`src/system_defs.svh`:
```
// Address windows are inclusive and must not overlap; L2 depth must be a power of two
`ifndef SYSTEM_DEFS_SVH
`define SYSTEM_DEFS_SVH

// Requesting ports, cores plus the host
`define NUM_MASTERS 4
`define NUM_CORES   3

// Control register window
`define CTRL_BASE 32'h4000_0000
`define CTRL_END  32'h4000_FFFF

// L2 scratch memory, window end follows from the depth
`define L2_BASE  32'h8000_0000
`define L2_WORDS 64
`define L2_END   (`L2_BASE + (`L2_WORDS * 32'd4) - 32'd1)

// Boot ROM window
`define BOOT_BASE 32'hA000_0000
`define BOOT_END  32'hA000_FFFF

// Reset fetch address reported to the cores
`define BOOT_ADDR 32'hA000_0000

`endif
```
`src/system_pkg.sv`:
```
// Bus types for 32-bit single-word transfers; there are no bursts and no atomics
`include "system_defs.svh"

package system_pkg;

  // Control registers, L2, boot ROM and the external port
  localparam int unsigned num_targets = 4;

  typedef logic [31:0] addr_t;
  typedef logic [31:0] data_t;
  typedef logic [3:0]  strb_t;
  typedef logic [29:0] word_addr_t;                      // Byte address minus its offset bits
  typedef logic [$clog2(`NUM_MASTERS)-1:0] mst_idx_t;

  // Request as issued by a master
  typedef struct packed {
    logic  req;
    logic  we;
    addr_t addr;
    data_t wdata;
    strb_t strb;
  } bus_req_t;

  typedef struct packed {
    logic  gnt;    // Same cycle as req
    logic  rvalid; // One cycle after gnt
    data_t rdata;
  } bus_resp_t;

  // Request as seen by a target, word addressed
  typedef struct packed {
    logic       req;
    logic       we;
    word_addr_t addr;
    data_t      wdata;
    strb_t      strb;
  } mem_req_t;

  typedef enum logic [1:0] {
    TGT_CTRL = 2'd0,
    TGT_L2   = 2'd1,
    TGT_BOOT = 2'd2,
    TGT_EXT  = 2'd3
  } target_e;

endpackage : system_pkg

```
`src/bootrom.sv`:
```
// Eight-word fixed boot loop; writes are acknowledged and dropped, other words read zero
`timescale 1ns/1ps
`include "system_defs.svh"

module bootrom import system_pkg::*; (
  input  logic     clk_i,
  input  logic     reset_i,
  input  mem_req_t req_i,
  output logic     rvalid_o,
  output data_t    rdata_o
);

  localparam int unsigned off_w = $clog2(`BOOT_END - `BOOT_BASE + 1) - 2;

  logic [off_w-1:0] offset; // Word offset inside the window
  data_t            rom_word;

  assign offset = req_i.addr[off_w-1:0];

  always_comb begin
    case (offset)
      'd0:     rom_word = 32'h4000_02b7; // lui  t0, 0x40000
      'd1:     rom_word = 32'h00c2_a303; // lw   t1, 12(t0)
      'd2:     rom_word = 32'h0010_0393; // addi t2, zero, 1
      'd3:     rom_word = 32'h0072_a223; // sw   t2, 4(t0)
      'd4:     rom_word = 32'h1050_0073; // wfi
      'd5:     rom_word = 32'hffdf_f06f; // j    back to wfi
      'd6:     rom_word = 32'h0000_0013; // nop
      'd7:     rom_word = 32'h0000_0013;
      default: rom_word = '0;
    endcase
  end

  always_ff @(posedge clk_i) begin
    if (req_i.req && !req_i.we) begin
      rdata_o <= rom_word;
    end
  end

  always_ff @(posedge clk_i) begin
    if (reset_i) begin
      rvalid_o <= 1'b0;
    end else begin
      rvalid_o <= req_i.req;
    end
  end

endmodule : bootrom

```
`config.mk`:
```
export PLATFORM = sky130hd
export DESIGN_NAME = bootrom
export DESIGN_NICKNAME = d
export VERILOG_FILES = /design/src/system_pkg.sv /design/src/bootrom.sv
export VERILOG_INCLUDE_DIRS = /design/src
export SDC_FILE = /design/constraint.sdc
export NUM_CORES = 1
export LEC_CHECK = 0
export BUFFER_PORTS_ARGS = -buffer_cell sky130_fd_sc_hd__buf_2
export CAP_MARGIN = 20
export CORE_AREA = 2 2 54 56
export DETAILED_ROUTE_END_ITERATION = 10
export DIE_AREA = 0 0 56 58
export MAX_ROUTING_LAYER = met4
export PLACE_DENSITY = 0.83
export SYNTH_ARGS = -nofsm -noshare
export SYNTH_HDL_FRONTEND = slang
export SYNTH_SLANG_ARGS = --single-unit
```
`constraint.sdc`:
```
create_clock -name clk_i -period 2.5 [get_ports clk_i]
set_clock_uncertainty 0.15 [all_clocks]
set_input_delay 0.5 -clock clk_i [delete_from_list [all_inputs] [get_ports clk_i]]
set_output_delay 0.5 -clock clk_i [all_outputs]
set_load 0.01 [all_outputs]
```
Word-level counts from Yosys, hierarchy flattened. Memories as Yosys holds them, arrays and structs flattened. A register that Yosys moved wholly into a read port is not among the register bits. Cells that the tools add are included. W data, S select, Z words.

Memory bits (read-only): 224. Memories: 1. Output and inout port bits: 33. Bits in registers: 33. Input port bits: 70. Logic and storage cells: 7.

Reductions and logical operators: 4.

Memories: (name not given) (depth 8, bits a word 28, read ports 1, clocked after memory_dff 1, wr ports 0, RTL line bootrom.sv:21) `case (offset)`.

Operators with widths (number): $logic_not A11 Y1 (1); $logic_not A1 Y1 (2); $logic_and A1 B1 Y1 (1).

Depth between registers and ports, before layout.
Depth after elaboration: 2. Gate-level depth with buffers: 4. Depth with buffers taken out: 4.

Least setup slack after synthesis. OpenSTA, ideal clock, no wires.

Path type: input-to-reg. Start: in req_i[47] in the netlist's numbering. End: reg rdata_o[20] (data pin). Data required time: 2.179 ns. Setup time: 0.171 ns. Setup slack: 0.731 ns. Cell stages on the path: 3. Buffers on the path: 1. Arrival time: 1.448 ns. Cell sequence: or4_4 -> buf_6 -> nor4_2.

Longest elaborated chain between the ends: 2.

RTL lines: start, declared (RTL line bootrom.sv:8) `input mem_req_t req_i,`; $logic_not A11 Y1 (RTL line bootrom.sv:21); $logic_not A1 Y1 (no line); end, declared (RTL line bootrom.sv:10) `output data_t rdata_o`.

No other way between the ends. A chain may end at the register's enable or synchronous reset.

Final worst setup path.
Start: in req_i[47] in the netlist's numbering. End: reg rdata_o[30] (data pin).

The elaborated chain is that of the path after synthesis.

==> results.tsv <==
stage	metric	value	unit
run_status	status	completed	
clock_tree	clock sinks	15	
worst_setup_path	slowest CP cell	or4_4	
floorplanning	die area	0.00325	mm²
route	Vias/cell	4.54	
clock_tree	cell at the root of the clock tree	clkbuf_4	
logic_synthesis	Synth warnings	0	
logic_synthesis	Avg Inst Size Synth	12.7	µm²
clock_tree	Worst-path clk slew	0.08	ns
floorplanning	num rows	19	
route	DR WL/cell	10.4	µm
logic_synthesis	top-count cell post-synth	buf_4	
worst_setup_path	Startpoint Class	input port	
route	Detailed Route WL	1420	µm
place	routability congestion estimate	0.735	
finish	nets	179	
clock_tree	H-tree levels	1	
logic_synthesis	number of synthesized flops with an enable pin	14	
timing	final setup fails	0	
worst_setup_path	Setup crit end kind	flop	
worst_setup_path	Worst path top cell family by delay	simple AND/OR/NAND/NOR gates	
worst_setup_path	worst-path cell chain	buf_2, or4_4, a2111oi_1	
timing	final slew viol count	0	
logic_synthesis	synth cell count leaders	buf_4, edfxtp_1, nor4_2	
clock_tree	post-CTS setup buffers	0	
logic_synthesis	count of state elements after synthesis	15	
floorplanning	chip width	56	µm
clock_tree	CTS Buf Count	3	
route	remaining antenna violation count	0	
place	Post-DP HPWL	1120	µm
logic_synthesis	Netlist cell types	22	
logic_synthesis	Synth Flop Type	edfxtp_1	
global_route	GR Overflow Total	0	
timing	Fmax	0.561	GHz
clock_tree	PostCTS Resize Cnt	0	
finish	diode count	0	
timing	Worst slew margin	58.4	%
global_route	vias in the first global route	538	
place	number of port buffers	48	
worst_setup_path	critical path class	input port to flop	
worst_setup_path	worst path required time	2.41	ns
floorplanning	DIE HEIGHT	58	µm
route	Via Count	618	
hold_path	worst min-delay path class	input port to flop	
timing	Tmin final	1.78	ns
logic_synthesis	Seq/Total Area, Yosys	47.5	%
logic_synthesis	ys async rst share	0	%
power_and_ir_drop	Leak	0.386	nW
logic_synthesis	Synth top area share	45.3	%
clock_tree	CTS Hold Buffers Added	0	
worst_setup_path	Crit path buffers/inverters	1	
worst_setup_path	Worst path max stage delay	0.65	ns
logic_synthesis	top cell type by total area after synthesis	edfxtp_1	
route	drt pass-1 iters	4	
global_route	largest net degree at the start of global routing	15	
floorplanning	placeable core area	0.00266	mm²
route	Starting DRT DRC Count	3	
power_and_ir_drop	Max rail drop VDD	0.176	mV
clock_tree	CTS max path bufs	2	
logic_synthesis	mapped cell area	927	µm²
global_route	Tot GR Track Use	9.68	%
timing	WHS	0.212	ns
logic_synthesis	Syn Inst Count	73	
global_route	initial antenna violation count	0	
route	DRC	0	
worst_setup_path	CP Max Fanout	14	
power_and_ir_drop	Power Dens Cells	477	mW/mm²
timing	Hold Violations, Final	0	
finish	# fillers	262	
clock_tree	CTS tree	built	
timing	Tcrit/Tclk final	71.3	%
timing	RSZ-0062 raised after global routing	no	
finish	Synth-to-Final Area Change	16.3	%
floorplanning	I/O pin count	103	
run	Max-Cap Viols	0	
timing	slew of the pin with the lowest slew margin	0.624	ns
logic_synthesis	Synth area leaders	edfxtp_1, buf_4, nor4_2, ha_1, a2111oi_1	
finish	layout cells sized above 1	61.9	%
timing	post-route setup TNS	0	ns
global_route	first-pass GRT wire length	2290	µm
worst_setup_path	Critical Path AT	1.70	ns
floorplanning	starting density of the core	34.8	%
[power breakdown]
| part | switching (mW) | leakage, nW | total [mW] | internal, mW |
|---|---|---|---|---|
| Sequential | 0.00448 | 0.123 | 0.290 | 0.285 |
| Combinational | 0.0506 | 0.249 | 0.0886 | 0.0381 |
| Clock | 0.0743 | 0.0150 | 0.136 | 0.0621 |
[registers in the layout, indices dropped and copies added (netlist names)]
signal	count
rvalid_o	1
rdata_o	14
[path summary, 6_finish.rpt]
path,from,end,cells past startpoint
worst min-delay path,reset_i,rvalid_o,2
worst max-delay path,req_i[47],rdata_o[30],3
[layer usage]
metal  up-vias  wire length (µm)  share of wire (%)  GRT usage (%)
met5         -                 0                  0              -
met4         0                49                3.4           7.14
met3         5               159                 11           1.79
met2        40               711                 50           17.5
met1       264               501                 35           9.18
li1        309                 -                  -              -
[per-stage QoR]
stage                     setup WS [ns]  instances  area [µm²]  util (%)  total power, mW
after CTS                         0.683        136        1080      40.5            0.519
after global placement            0.491        132        1050      39.5            0.384
after detailed placement          0.386        132        1050      39.5            0.386
final                             0.717        136        1080      40.5            0.515
after floorplan                   0.731         74         931         -            0.365
after global routing              0.656        136        1080      40.5            0.539
[kinds of logic after synthesis]
family	synth area share, %
AOI/OAI and AO/OA	3.24
xor gates and xnor gates	0.945
adders and majority gates	4.05
buffers and inverters	19.0
DFF	47.5
muxes	2.43
other	0.404
and+or+nand+nor	22.4
[cell usage in the layout, fill, tap and decap left out]
master / netlist / routed
buf_2: 0 / 48
dfxtp_1: 1 / 1
clkbuf_4: 0 / 3
nor4b_1: 1 / 1
conb_1: 1 / 2
a2111oi_1: 3 / 3
or3_1: 1 / 1
nor2_1: 1 / 1
or4_4: 2 / 2
buf_4: 18 / 1
inv_1: 3 / 3
edfxtp_1: 14 / 14
clkbuf_1: 1 / 1
nor4_2: 9 / 9
mux2_2: 2 / 2
nand3b_1: 1 / 1
nor2b_1: 2 / 2
xnor2_1: 1 / 1
nor3_1: 1 / 1
ha_1: 3 / 3
nand2b_1: 4 / 4
nand2_1: 1 / 1
[area by class of cell]
type | instances | area (µm²) | share of cell area [%]
Tap cell | 31 | 38.8 | 3.60
Clock buffer | 4 | 26.3 | 2.44
Inverter | 3 | 11.3 | 1.04
Sequential cell | 15 | 440 | 40.8
Multi-Input combinational cell | 34 | 314 | 29.1
Timing Repair Buffer | 49 | 248 | 23.0
No activity file was read; power rests on OpenSTA's default activity.
