===== src/system_defs.svh =====
// Address windows are inclusive and must not overlap; L2 depth must be a power of two
`ifndef SYSTEM_DEFS_SVH
`define SYSTEM_DEFS_SVH

// Requesting ports, cores plus the host
`define NUM_MASTERS 4
`define NUM_CORES   3

// Control register window
`define CTRL_BASE 32'h4000_0000
`define CTRL_END  32'h4000_FFFF

// L2 scratch memory, window end follows from the depth
`define L2_BASE  32'h8000_0000
`define L2_WORDS 64
`define L2_END   (`L2_BASE + (`L2_WORDS * 32'd4) - 32'd1)

// Boot ROM window
`define BOOT_BASE 32'hA000_0000
`define BOOT_END  32'hA000_FFFF

// Reset fetch address reported to the cores
`define BOOT_ADDR 32'hA000_0000

`endif

===== src/system_pkg.sv =====
// Bus types for 32-bit single-word transfers; there are no bursts and no atomics
`include "system_defs.svh"

package system_pkg;

  // Control registers, L2, boot ROM and the external port
  localparam int unsigned num_targets = 4;

  typedef logic [31:0] addr_t;
  typedef logic [31:0] data_t;
  typedef logic [3:0]  strb_t;
  typedef logic [29:0] word_addr_t;                      // Byte address minus its offset bits
  typedef logic [$clog2(`NUM_MASTERS)-1:0] mst_idx_t;

  // Request as issued by a master
  typedef struct packed {
    logic  req;
    logic  we;
    addr_t addr;
    data_t wdata;
    strb_t strb;
  } bus_req_t;

  typedef struct packed {
    logic  gnt;    // Same cycle as req
    logic  rvalid; // One cycle after gnt
    data_t rdata;
  } bus_resp_t;

  // Request as seen by a target, word addressed
  typedef struct packed {
    logic       req;
    logic       we;
    word_addr_t addr;
    data_t      wdata;
    strb_t      strb;
  } mem_req_t;

  typedef enum logic [1:0] {
    TGT_CTRL = 2'd0,
    TGT_L2   = 2'd1,
    TGT_BOOT = 2'd2,
    TGT_EXT  = 2'd3
  } target_e;

endpackage : system_pkg


===== src/ctrl_registers.sv =====
// Only word offsets 0 to 3 are mapped; wake-up ignores strobes and reads back as zero
`timescale 1ns/1ps
`include "system_defs.svh"

module ctrl_registers import system_pkg::*; (
  input  logic                  clk_i,
  input  logic                  reset_i,
  input  mem_req_t              req_i,
  output logic                  rvalid_o,
  output data_t                 rdata_o,
  output logic [`NUM_CORES-1:0] wake_up_o,
  output logic                  eoc_valid_o
);

  localparam int unsigned off_w = $clog2(`CTRL_END - `CTRL_BASE + 1) - 2;

  // Word offsets
  localparam logic [off_w-1:0] reg_wake      = 'd0;
  localparam logic [off_w-1:0] reg_eoc       = 'd1;
  localparam logic [off_w-1:0] reg_num_cores = 'd2;
  localparam logic [off_w-1:0] reg_boot_addr = 'd3;

  logic [off_w-1:0] offset;
  logic             wr_en;
  logic             rd_en;
  data_t            eoc_q;
  data_t            rd_word;

  assign offset = req_i.addr[off_w-1:0];
  assign wr_en  = req_i.req && req_i.we;
  assign rd_en  = req_i.req && !req_i.we;

  // Bit 0 of the stored value flags end of computation
  assign eoc_valid_o = eoc_q[0];

  always_comb begin
    case (offset)
      reg_eoc:       rd_word = eoc_q;
      reg_num_cores: rd_word = data_t'(`NUM_CORES);
      reg_boot_addr: rd_word = `BOOT_ADDR;
      default:       rd_word = '0; // Wake-up and unmapped offsets
    endcase
  end

  always_ff @(posedge clk_i) begin
    if (reset_i) begin
      rvalid_o  <= 1'b0;
      wake_up_o <= '0;
      eoc_q     <= '0;
    end else begin
      rvalid_o  <= req_i.req;
      wake_up_o <= '0; // Pulse lasts a single cycle
      if (wr_en && offset == reg_wake) begin
        wake_up_o <= req_i.wdata[`NUM_CORES-1:0];
      end
      if (wr_en && offset == reg_eoc) begin
        for (int b = 0; b < 4; b++) begin
          if (req_i.strb[b]) begin
            eoc_q[8*b +: 8] <= req_i.wdata[8*b +: 8];
          end
        end
      end
    end
  end

  // Read data registered, held otherwise
  always_ff @(posedge clk_i) begin
    if (rd_en) begin
      rdata_o <= rd_word;
    end
  end

endmodule : ctrl_registers


===== config.mk =====
export PLATFORM = sky130hd
export DESIGN_NAME = ctrl_registers
export DESIGN_NICKNAME = d
export VERILOG_FILES = /design/src/system_pkg.sv /design/src/ctrl_registers.sv
export VERILOG_INCLUDE_DIRS = /design/src
export SDC_FILE = /design/constraint.sdc
export NUM_CORES = 1
export LEC_CHECK = 0
export BUFFER_PORTS_ARGS = -buffer_cell sky130_fd_sc_hd__buf_2
export CAP_MARGIN = 20
export CORE_ASPECT_RATIO = 0.9
export CORE_UTILIZATION = 44
export DETAILED_ROUTE_END_ITERATION = 8
export PLACE_DENSITY = 0.76
export SLEW_MARGIN = 20
export SYNTH_ARGS = -nofsm -noshare
export SYNTH_HDL_FRONTEND = slang
export SYNTH_SLANG_ARGS = --single-unit

===== constraint.sdc =====
create_clock -name clk_i -period 2.4 [get_ports clk_i]
set_input_delay 0.36 -clock clk_i [delete_from_list [all_inputs] [get_ports clk_i]]
set_output_delay 0.36 -clock clk_i [all_outputs]
set_load 0.01 [all_outputs]

== Word level (Yosys, flattened, before mapping) ==
Index checks and enable logic that the tools add are counted.

* Register bits after elaboration: 68
* Logic and storage cells: 23
* Output and inout bits: 37
* Input bits: 70

* Reduce and logical (&&, ||, !) cells: 11
* Bitwise gates (word level): 1
* Multiplexer cells: 1
* Eq/ne operators: 3

{| class="wikitable"
|+ Operator list
! cell !! number
|-
| $pmux W32 S3 || 1
|-
| $eq A14 B2 Y1 const B || 2
|-
| $eq A14 B1 Y1 const B || 1
|-
| $logic_not A14 Y1 || 1
|-
| $reduce_and A2 Y1 || 4
|-
| $logic_and A1 B1 Y1 || 4
|-
| $reduce_or A2 Y1 || 1
|-
| $logic_not A1 Y1 || 1
|-
| $not A1 Y1 || 1
|}

== Longest topological paths before layout ==
Gate-level depths: netlist of the first run.

* Depth after elaboration: 4
* Gate-level depth with buffers: 6
* Depth with buffers taken out: 4

== Worst setup path after synthesis of the first run ==
No wires, ideal clock.

* Path type: input port to flip-flop
* Start point: in req_i[67] in the netlist's numbering
* End point: reg rdata_o[0], enable pin
* Stages: 2
* Required time: 1.975 ns
* Setup time: 0.425 ns
* Path slack: -0.103 ns
* Arrival: 2.079 ns
* Buffers on the path: 1
* Cell sequence: clkbuf_1 > nor2b_1

* Word-level cells in the longest chain between the ends: 1

{| class="wikitable"
|+ RTL lines
! what !! line !! text
|-
| start: declaration || ctrl_registers.sv:8 || <nowiki>input mem_req_t req_i,</nowiki>
|-
| $logic_and A1 B1 Y1 || ctrl_registers.sv:31 || <nowiki>assign rd_en = req_i.req && !req_i.we;</nowiki>
|-
| net rd_en || ctrl_registers.sv:25 || <nowiki>logic rd_en;</nowiki>
|-
| end signal: assignment || ctrl_registers.sv:69 || <nowiki>rdata_o <= rd_word;</nowiki>
|-
| end: declaration || ctrl_registers.sv:10 || <nowiki>output data_t rdata_o,</nowiki>
|}

The timed path passes the listed nets, and every way through them passes these cells.
A chain may end at the register's enable or synchronous reset.

== Final worst setup path of the first run ==
* Start point: in req_i[41] in the netlist's numbering
* End point: reg eoc_q[31]

* Word-level cells in the longest chain between the ends: 3

{| class="wikitable"
|+ RTL lines
! what !! line !! text
|-
| $eq A14 B1 Y1 || ctrl_registers.sv:56 || <nowiki>if (wr_en && offset == reg_eoc) begin</nowiki>
|-
| $logic_and A1 B1 Y1 || ctrl_registers.sv:56 ||
|-
| $reduce_and A2 Y1 (no source line) || n/a ||
|-
| end signal: indexed assignment || ctrl_registers.sv:59 || <nowiki>eoc_q[8*b +: 8] <= req_i.wdata[8*b +: 8];</nowiki>
|-
| end: declaration || ctrl_registers.sv:26 || <nowiki>data_t eoc_q;</nowiki>
|}

Every way passes these cells.

==> key figures, run 1 <==
Status
  – Status: completed

Setup path
  – Worst reg2reg path depth: 2
  – Launch point of the worst reg-to-reg path: eoc_q[31]
  – Startpoint types: input pin
  – Worst path cell trace: buf_2, nor4_2, and4_2, buf_12, nand3_1, a21oi_1
  – CP bufs+invs: 2
  – Crit path DAT: 1.68 ns
  – Type of the worst setup path: in -> reg
  – CP max stage cell: nor4_2
  – Required @ worst endpoint: 2.65 ns
  – R2R Setup Slk: 1.70 ns
  – Slowest Stage Delay on Critical Path: 0.36 ns
  – FF-to-FF End: rdata_o[31]
  – Worst path depth: 6
  – CP startpoint: req_i[41]
  – Top delay family on crit path: simple AND/OR/NAND/NOR gates
  – Critical path capture point type: flip-flop
  – Crit path max fanout: 60
  – Crit path to: eoc_q[31]

Power
  – Net Switching: 505 µW
  – Internal power: 1970 µW
  – Clock Power Share: 45.1%
  – Power Dens Cells: 729 mW/mm²
  – Leakage: 0.00133 µW
  – Reg power frac: 49.8%
  – Switching share of power: 20.5%
  – Max VDD drop: 0.000262 V
  – Logic gate share of total power: 5.2%

Layout
  – N_diodes: 0
  – Area delta synth->final: 22.8%
  – Util after Layout: 57.9%
  – Commonest non-fill, non-tap cell in the layout: buf_2
  – Share of layout cells above drive strength 1: 33.8%
  – Final #Nets: 402
  – Commonest non-fill, non-tap cells in the layout: 90 x buf_2, 37 x nand3_1, 36 x dfxtp_1

Global routing
  – Initial antenna violation count: 0
  – First-pass GRT wire length: 9.04 mm
  – GRT overflow: 0
  – All-layer global routing usage: 17.8%
  – Number of global-route vias before repair: 1954
  – Largest net degree at the start of global routing: 61

CTS
  – Clock Sinks: 68
  – TritonCTS buffer count: 9
  – CTS H-tree depth: 3
  – Hold buffers post-CTS: 0
  – CTS tree: built
  – Clk slew on worst S/H paths: 0.07 ns
  – CTS-repair resized insts: 0
  – Setup Fix Bufs, Post-CTS: 0
  – CTS Root Cell: clkbuf_8
  – Max Buffers Root-to-Sink: 2
  – Latest clock arrival within the worst-skew pair: 0.33 ns

Min path
  – Hold/Removal Path Class: in -> reg
  – Min-delay src: req_i[5]

Synthesis
  – Synthesis Warnings: 0
  – Cells after synthesis: 248
  – Synth Area in Simple Gates: 19.6%
  – Syn_area_per_cell: 11.1 µm²
  – Flops & latches, synth: 68
  – Synth Area in Compound Gates: 12.0%
  – Post-Syn Nets: 318
  – Mapped Area: 0.00276 mm²
  – Post-synthesis sequential area ratio: 60.9%
  – Synth Area in Adders: 0%
  – Number of distinct library cells after synthesis: 26
  – Post-synth top area share: 34.8%
  – Mux cell area share after synthesis: 0%
  – Main combinational cell family by area after synthesis: simple AND/OR/NAND/NOR gates
  – Area contributors post-synth: edfxtp_1 35%, dfxtp_1 26%, and2_1 7.0%
  – Synth area leader: edfxtp_1
  – Synth Area in XOR/XNOR: 0%

Floorplanning
  – Die height: 77.1 µm
  – DIE WIDTH: 85.5 µm
  – Top-level port count: 107
  – Die area: 0.00659 mm²
  – Core area: 0.00586 mm²
  – Starting Density: 47.1%
  – Number of cell rows: 26

STA
  – Tmin final: 1.43 ns
  – Worst-margin pin slew: 0.631 ns
  – Endpoints failing hold: 0
  – Fin. max-slew vios: 0
  – Post-route setup TNS: 0 ns
  – RSZ-0062 raised after global routing: false
  – Clk_skew: 0.00704 ns
  – Setup ws final: 0.972 ns
  – Final setup viols: 0
  – Final period utilization: 59.5%
  – Max Freq: 700 MHz
  – Worst slew margin: 57.9%

Placed design
  – Setup WS pre-CTS: 0.642 ns
  – Port bufs: 90
  – Final GP Congestion: 0.718
  – HPWL Detailed: 3.76 mm

Route
  – Via-to-Cell Ratio: 5.18
  – Remaining antenna violation count: 0
  – Drt wl/cell: 13.8 µm
  – DRT Pass-1 Iters: 4
  – Via count: 2110
  – Initial DRC Count: 93
  – Routed Wire Length: 5.60 mm
  – # DRC: 0

Run
  – Max cap viols: 0
## flip-flops by register name, summed over array words and instances, names as in the netlist
register	flops
rdata_o	32
wake_up_o	3
eoc_q	32
rvalid_o	1
## power groups by stage
stage | registers (µW) | logic [µW] | clock network [µW]
finish | 1230 | 128 | 1110
global route | 1230 | 140 | 1170
CTS | 1230 | 129 | 1130
detailed placement | 1260 | 129 | 0
global placement | 1260 | 129 | 0
floorplan | 1270 | 46.4 | 0
## per-layer routing
| metal | track usage, % | up-vias | share of wire [%] |
|---|---|---|---|
| met1 | 23.7 | 975 | 46 |
| met3 | 4.20 | 7 | 5.9 |
| li1 | - | 1058 | - |
| met5 | 0 | - | 0 |
| met4 | 7.50 | 0 | 1.2 |
| met2 | 27.8 | 70 | 47 |
## synth_stat cells, drive strengths merged
master,n
nand3,37
dfxtp,36
a21oi,34
edfxtp,32
o21ai,32
and2,31
clkbuf,11
buf,8
nor2,8
and3,4
nand2,3
nand4,2
nor2b,2
nor4,2
and4,1
bufbuf,1
inv,1
nor3,1
nor4b,1
or2,1
## cell families (layout without fill, tap and decap cells)
group / Yosys count / after routing
and+or+nand+nor: 93 / 93
AOI/OAI and AO/OA: 66 / 66
buffers and inverters: 21 / 110
DFF: 68 / 68
## worst min path at each step
stage	to	slack, ns	cells past startpoint
2_1_floorplan	eoc_q[8]	0.44	2
3_3_place_gp	eoc_q[7]	0.45	2
3_5_place_dp	eoc_q[14]	0.46	2
4_1_cts	wake_up_o[2]	0.24	2
5_1_grt	wake_up_o[2]	0.24	2
6_report	wake_up_o[1]	0.25	2
## area by class of cell
class,count,area (µm²)
timing repair buffer,93,498
clock inverter,7,115
multi-input combinational,159,880
sequential,68,1680
tap,70,87.6
fill,495,2470
clock buffer,9,124
inverter,1,3.75
## metrics by stage
| step | instances | total power, µW | hold slack (ns) | cell area (µm²) |
|---|---|---|---|---|
| final | 407 | 2470 | 0.247 | 3390 |
| after global routing | 407 | 2540 | 0.243 | 3390 |
| after CTS | 407 | 2490 | 0.242 | 3390 |
| after detailed placement | 391 | 1390 | 0.460 | 3150 |
| after global placement | 391 | 1380 | 0.452 | 3150 |
| after floorplan | 248 | 1310 | 0.441 | 2760 |
Note: power is estimated with default switching activity, not from simulation.
==> run 2, diff against run 1 <==
- CORE_UTILIZATION: 44 -> 48
- PLACE_DENSITY: 0.76 -> 0.79
- clock period: 2.4 -> 1.4 ns (I/O delays scaled with it)
==> key figures, run 2 (synthesis gave the netlist of run 1 again) <==
Global routing
  – All-layer global routing usage: 20.0% (+2.2 points)
  – GRT overflow: 0 (unchanged)
  – Largest net degree at the start of global routing: 34 (-44%)
  – First-pass GRT wire length: 8.95 mm (-1.0%)
  – Initial antenna violation count: 0 (unchanged)
  – Number of global-route vias before repair: 2071 (+6.0%)

CTS
  – Hold buffers post-CTS: 0 (unchanged)
  – Setup Fix Bufs, Post-CTS: 0 (unchanged)
  – CTS tree: built
  – CTS Root Cell: clkbuf_8
  – Clk slew on worst S/H paths: 0.07 ns (about the same)
  – CTS H-tree depth: 3 (unchanged)
  – Latest clock arrival within the worst-skew pair: 0.33 ns (about the same)
  – Clock Sinks: 68 (unchanged)
  – CTS-repair resized insts: 0 (unchanged)
  – Max Buffers Root-to-Sink: 2 (unchanged)
  – TritonCTS buffer count: 9 (unchanged)

Floorplanning
  – Number of cell rows: 25 (-3.8%)
  – Die area: 0.00606 mm² (-8.1%)
  – DIE WIDTH: 81.9 µm (-4.2%)
  – Starting Density: 51.3% (+4.2 points)
  – Core area: 0.00538 mm² (-8.1%)
  – Top-level port count: 107 (unchanged)
  – Die height: 73.9 µm (-4.1%)

STA
  – Max Freq: 848 MHz
  – Fin. max-slew vios: 0 (unchanged)
  – Worst-margin pin slew: 0.358 ns (-0.274 ns)
  – Final setup viols: 0 (unchanged)
  – Final period utilization: 84.2%
  – Setup ws final: 0.221 ns (-0.751 ns)
  – Worst slew margin: 76.1% (+18 points)
  – RSZ-0062 raised after global routing: false
  – Endpoints failing hold: 0 (unchanged)
  – Tmin final: 1.18 ns
  – Clk_skew: 0.00778 ns (+0.000736 ns)

Placed design
  – Port bufs: 90 (unchanged)
  – Dpl cells: 394 (+0.77%)
  – Setup WS pre-CTS: -0.145 ns (-0.787 ns)
  – Final GP Congestion: 0.803 (+12%)
  – Post-DP Area: 0.00320 mm² (+1.7%)
  – HPWL Detailed: 4.00 mm (+6.3%)

Power
  – Logic gate share of total power: 6.2% (+1.0 points)
  – Power Dens Cells: 1090 mW/mm² (+50%)
  – Net Switching: 805 µW (+59%)
  – Clock Power Share: 36.3% (-8.8 points)
  – Switching share of power: 22.0% (+1.5 points)
  – Internal power: 2860 µW (+46%)
  – Reg power frac: 57.5% (+7.7 points)
  – Leakage: 0.00133 µW (-0.19%)
  – Total power: 3670 µW (+48%)
  – Max VDD drop: 0.000520 V (+98%)

Layout
  – Final #Nets: 408 (+1.5%)
  – Util after Layout: 62.5% (+4.6 points)
  – N_diodes: 0 (unchanged)
  – # fillers: 436 (-12%)
  – Commonest non-fill, non-tap cell in the layout: buf_2
  – Final instance area: 0.00336 mm² (-0.85%)
  – Leading registers by flop count: eoc_q (32), rdata_o (32), wake_up_o (3)
  – Area delta synth->final: 21.8%
  – Share of layout cells above drive strength 1: 34.9% (+1.1 points)
  – Commonest non-fill, non-tap cells in the layout: 90 x buf_2, 37 x nand3_1, 36 x dfxtp_1
  – Post-route insts no fill: 408 (+0.25%)

Route
  – DRT Pass-1 Iters: 4 (unchanged)
  – # DRC: 0 (unchanged)
  – Via-to-Cell Ratio: 5.29 (+2.1%)
  – Remaining antenna violation count: 0 (unchanged)
  – Via count: 2159 (+2.3%)
  – Initial DRC Count: 146 (+57%)
  – Routed Wire Length: 5.73 mm (+2.2%)
  – Drt wl/cell: 14.0 µm (+2.0%)

Setup path
  – Type of the worst setup path: in -> reg
  – CP max stage cell: and4_2
  – Worst path cell trace: buf_2, nor4_2, and4_2, buf_12, nand3_1, a21oi_1
  – Required @ worst endpoint: 1.65 ns (-1.00 ns)
  – Crit path DAT: 1.43 ns (-0.25 ns)
  – Slowest Stage Delay on Critical Path: 0.35 ns (about the same)
  – Critical path capture point type: flip-flop
  – Startpoint types: input pin
  – Crit path max fanout: 30 (-50%)

Run
  – Max cap viols: 0 (unchanged)

Min path
  – Hold/Removal Path Class: in -> reg

Status
  – Status: completed
==> run 2: worst max-delay path: cells and delay by family <==
kind                   cells  cell delay, ns
AND/OR/NAND/NOR            3            0.78
buffers and inverters      2            0.27
AO/OA/AOI/OAI              1            0.15
==> run 2: final cells by class <==
| cell class | instances | area (µm²) | area share (%) |
|---|---|---|---|
| clock buffer | 11 | 141 | 4.21 |
| clock inverter | 3 | 15.0 | 0.447 |
| inverter | 1 | 3.75 | 0.112 |
| multi-input combinational | 159 | 880 | 26.2 |
| sequential | 68 | 1680 | 50.0 |
| tap | 67 | 83.8 | 2.49 |
| timing repair buffer | 99 | 556 | 16.5 |
==> run 2: path summary, 6_finish.rpt <==
check	to	from	slack, ns	cells after the start
worst max-delay path	eoc_q[7]	req_i[41]	0.22	6
worst min-delay path	wake_up_o[1]	req_i[5]	0.10	2
worst max register to register	rdata_o[0]	eoc_q[0]	0.60	2
worst min register to register	eoc_q[19]	eoc_q[19]	0.47	2
==> run 2: routing by layer <==
layer / wire length (µm) / vias to the layer above / global-route usage [%]
met5: 0 / - / 0
met4: 61 / 0 / 10.5
met3: 359 / 6 / 4.54
met2: 2810 / 92 / 33.2
met1: 2500 / 996 / 24.4
li1: - / 1065 / -
==> run 2: metrics by stage <==
| stage | TNS [ns] | hold slack (ns) |
|---|---|---|
| after floorplan | 0 | 0.332 |
| after global placement | -2.65 | 0.430 |
| after detailed placement | -5.95 | 0.433 |
| after CTS | 0 | 0.0879 |
| after global routing | 0 | 0.0953 |
| final | 0 | 0.105 |
==> run 2: power groups by stage <==
stage               clock [µW]  combinational (µW)  sequential [µW]
floorplan                    0                81.7             2170
global placement             0                 225             2150
detailed placement           0                 228             2150
CTS                       1360                 228             2110
global route              1420                 248             2110
finish                    1330                 227             2110
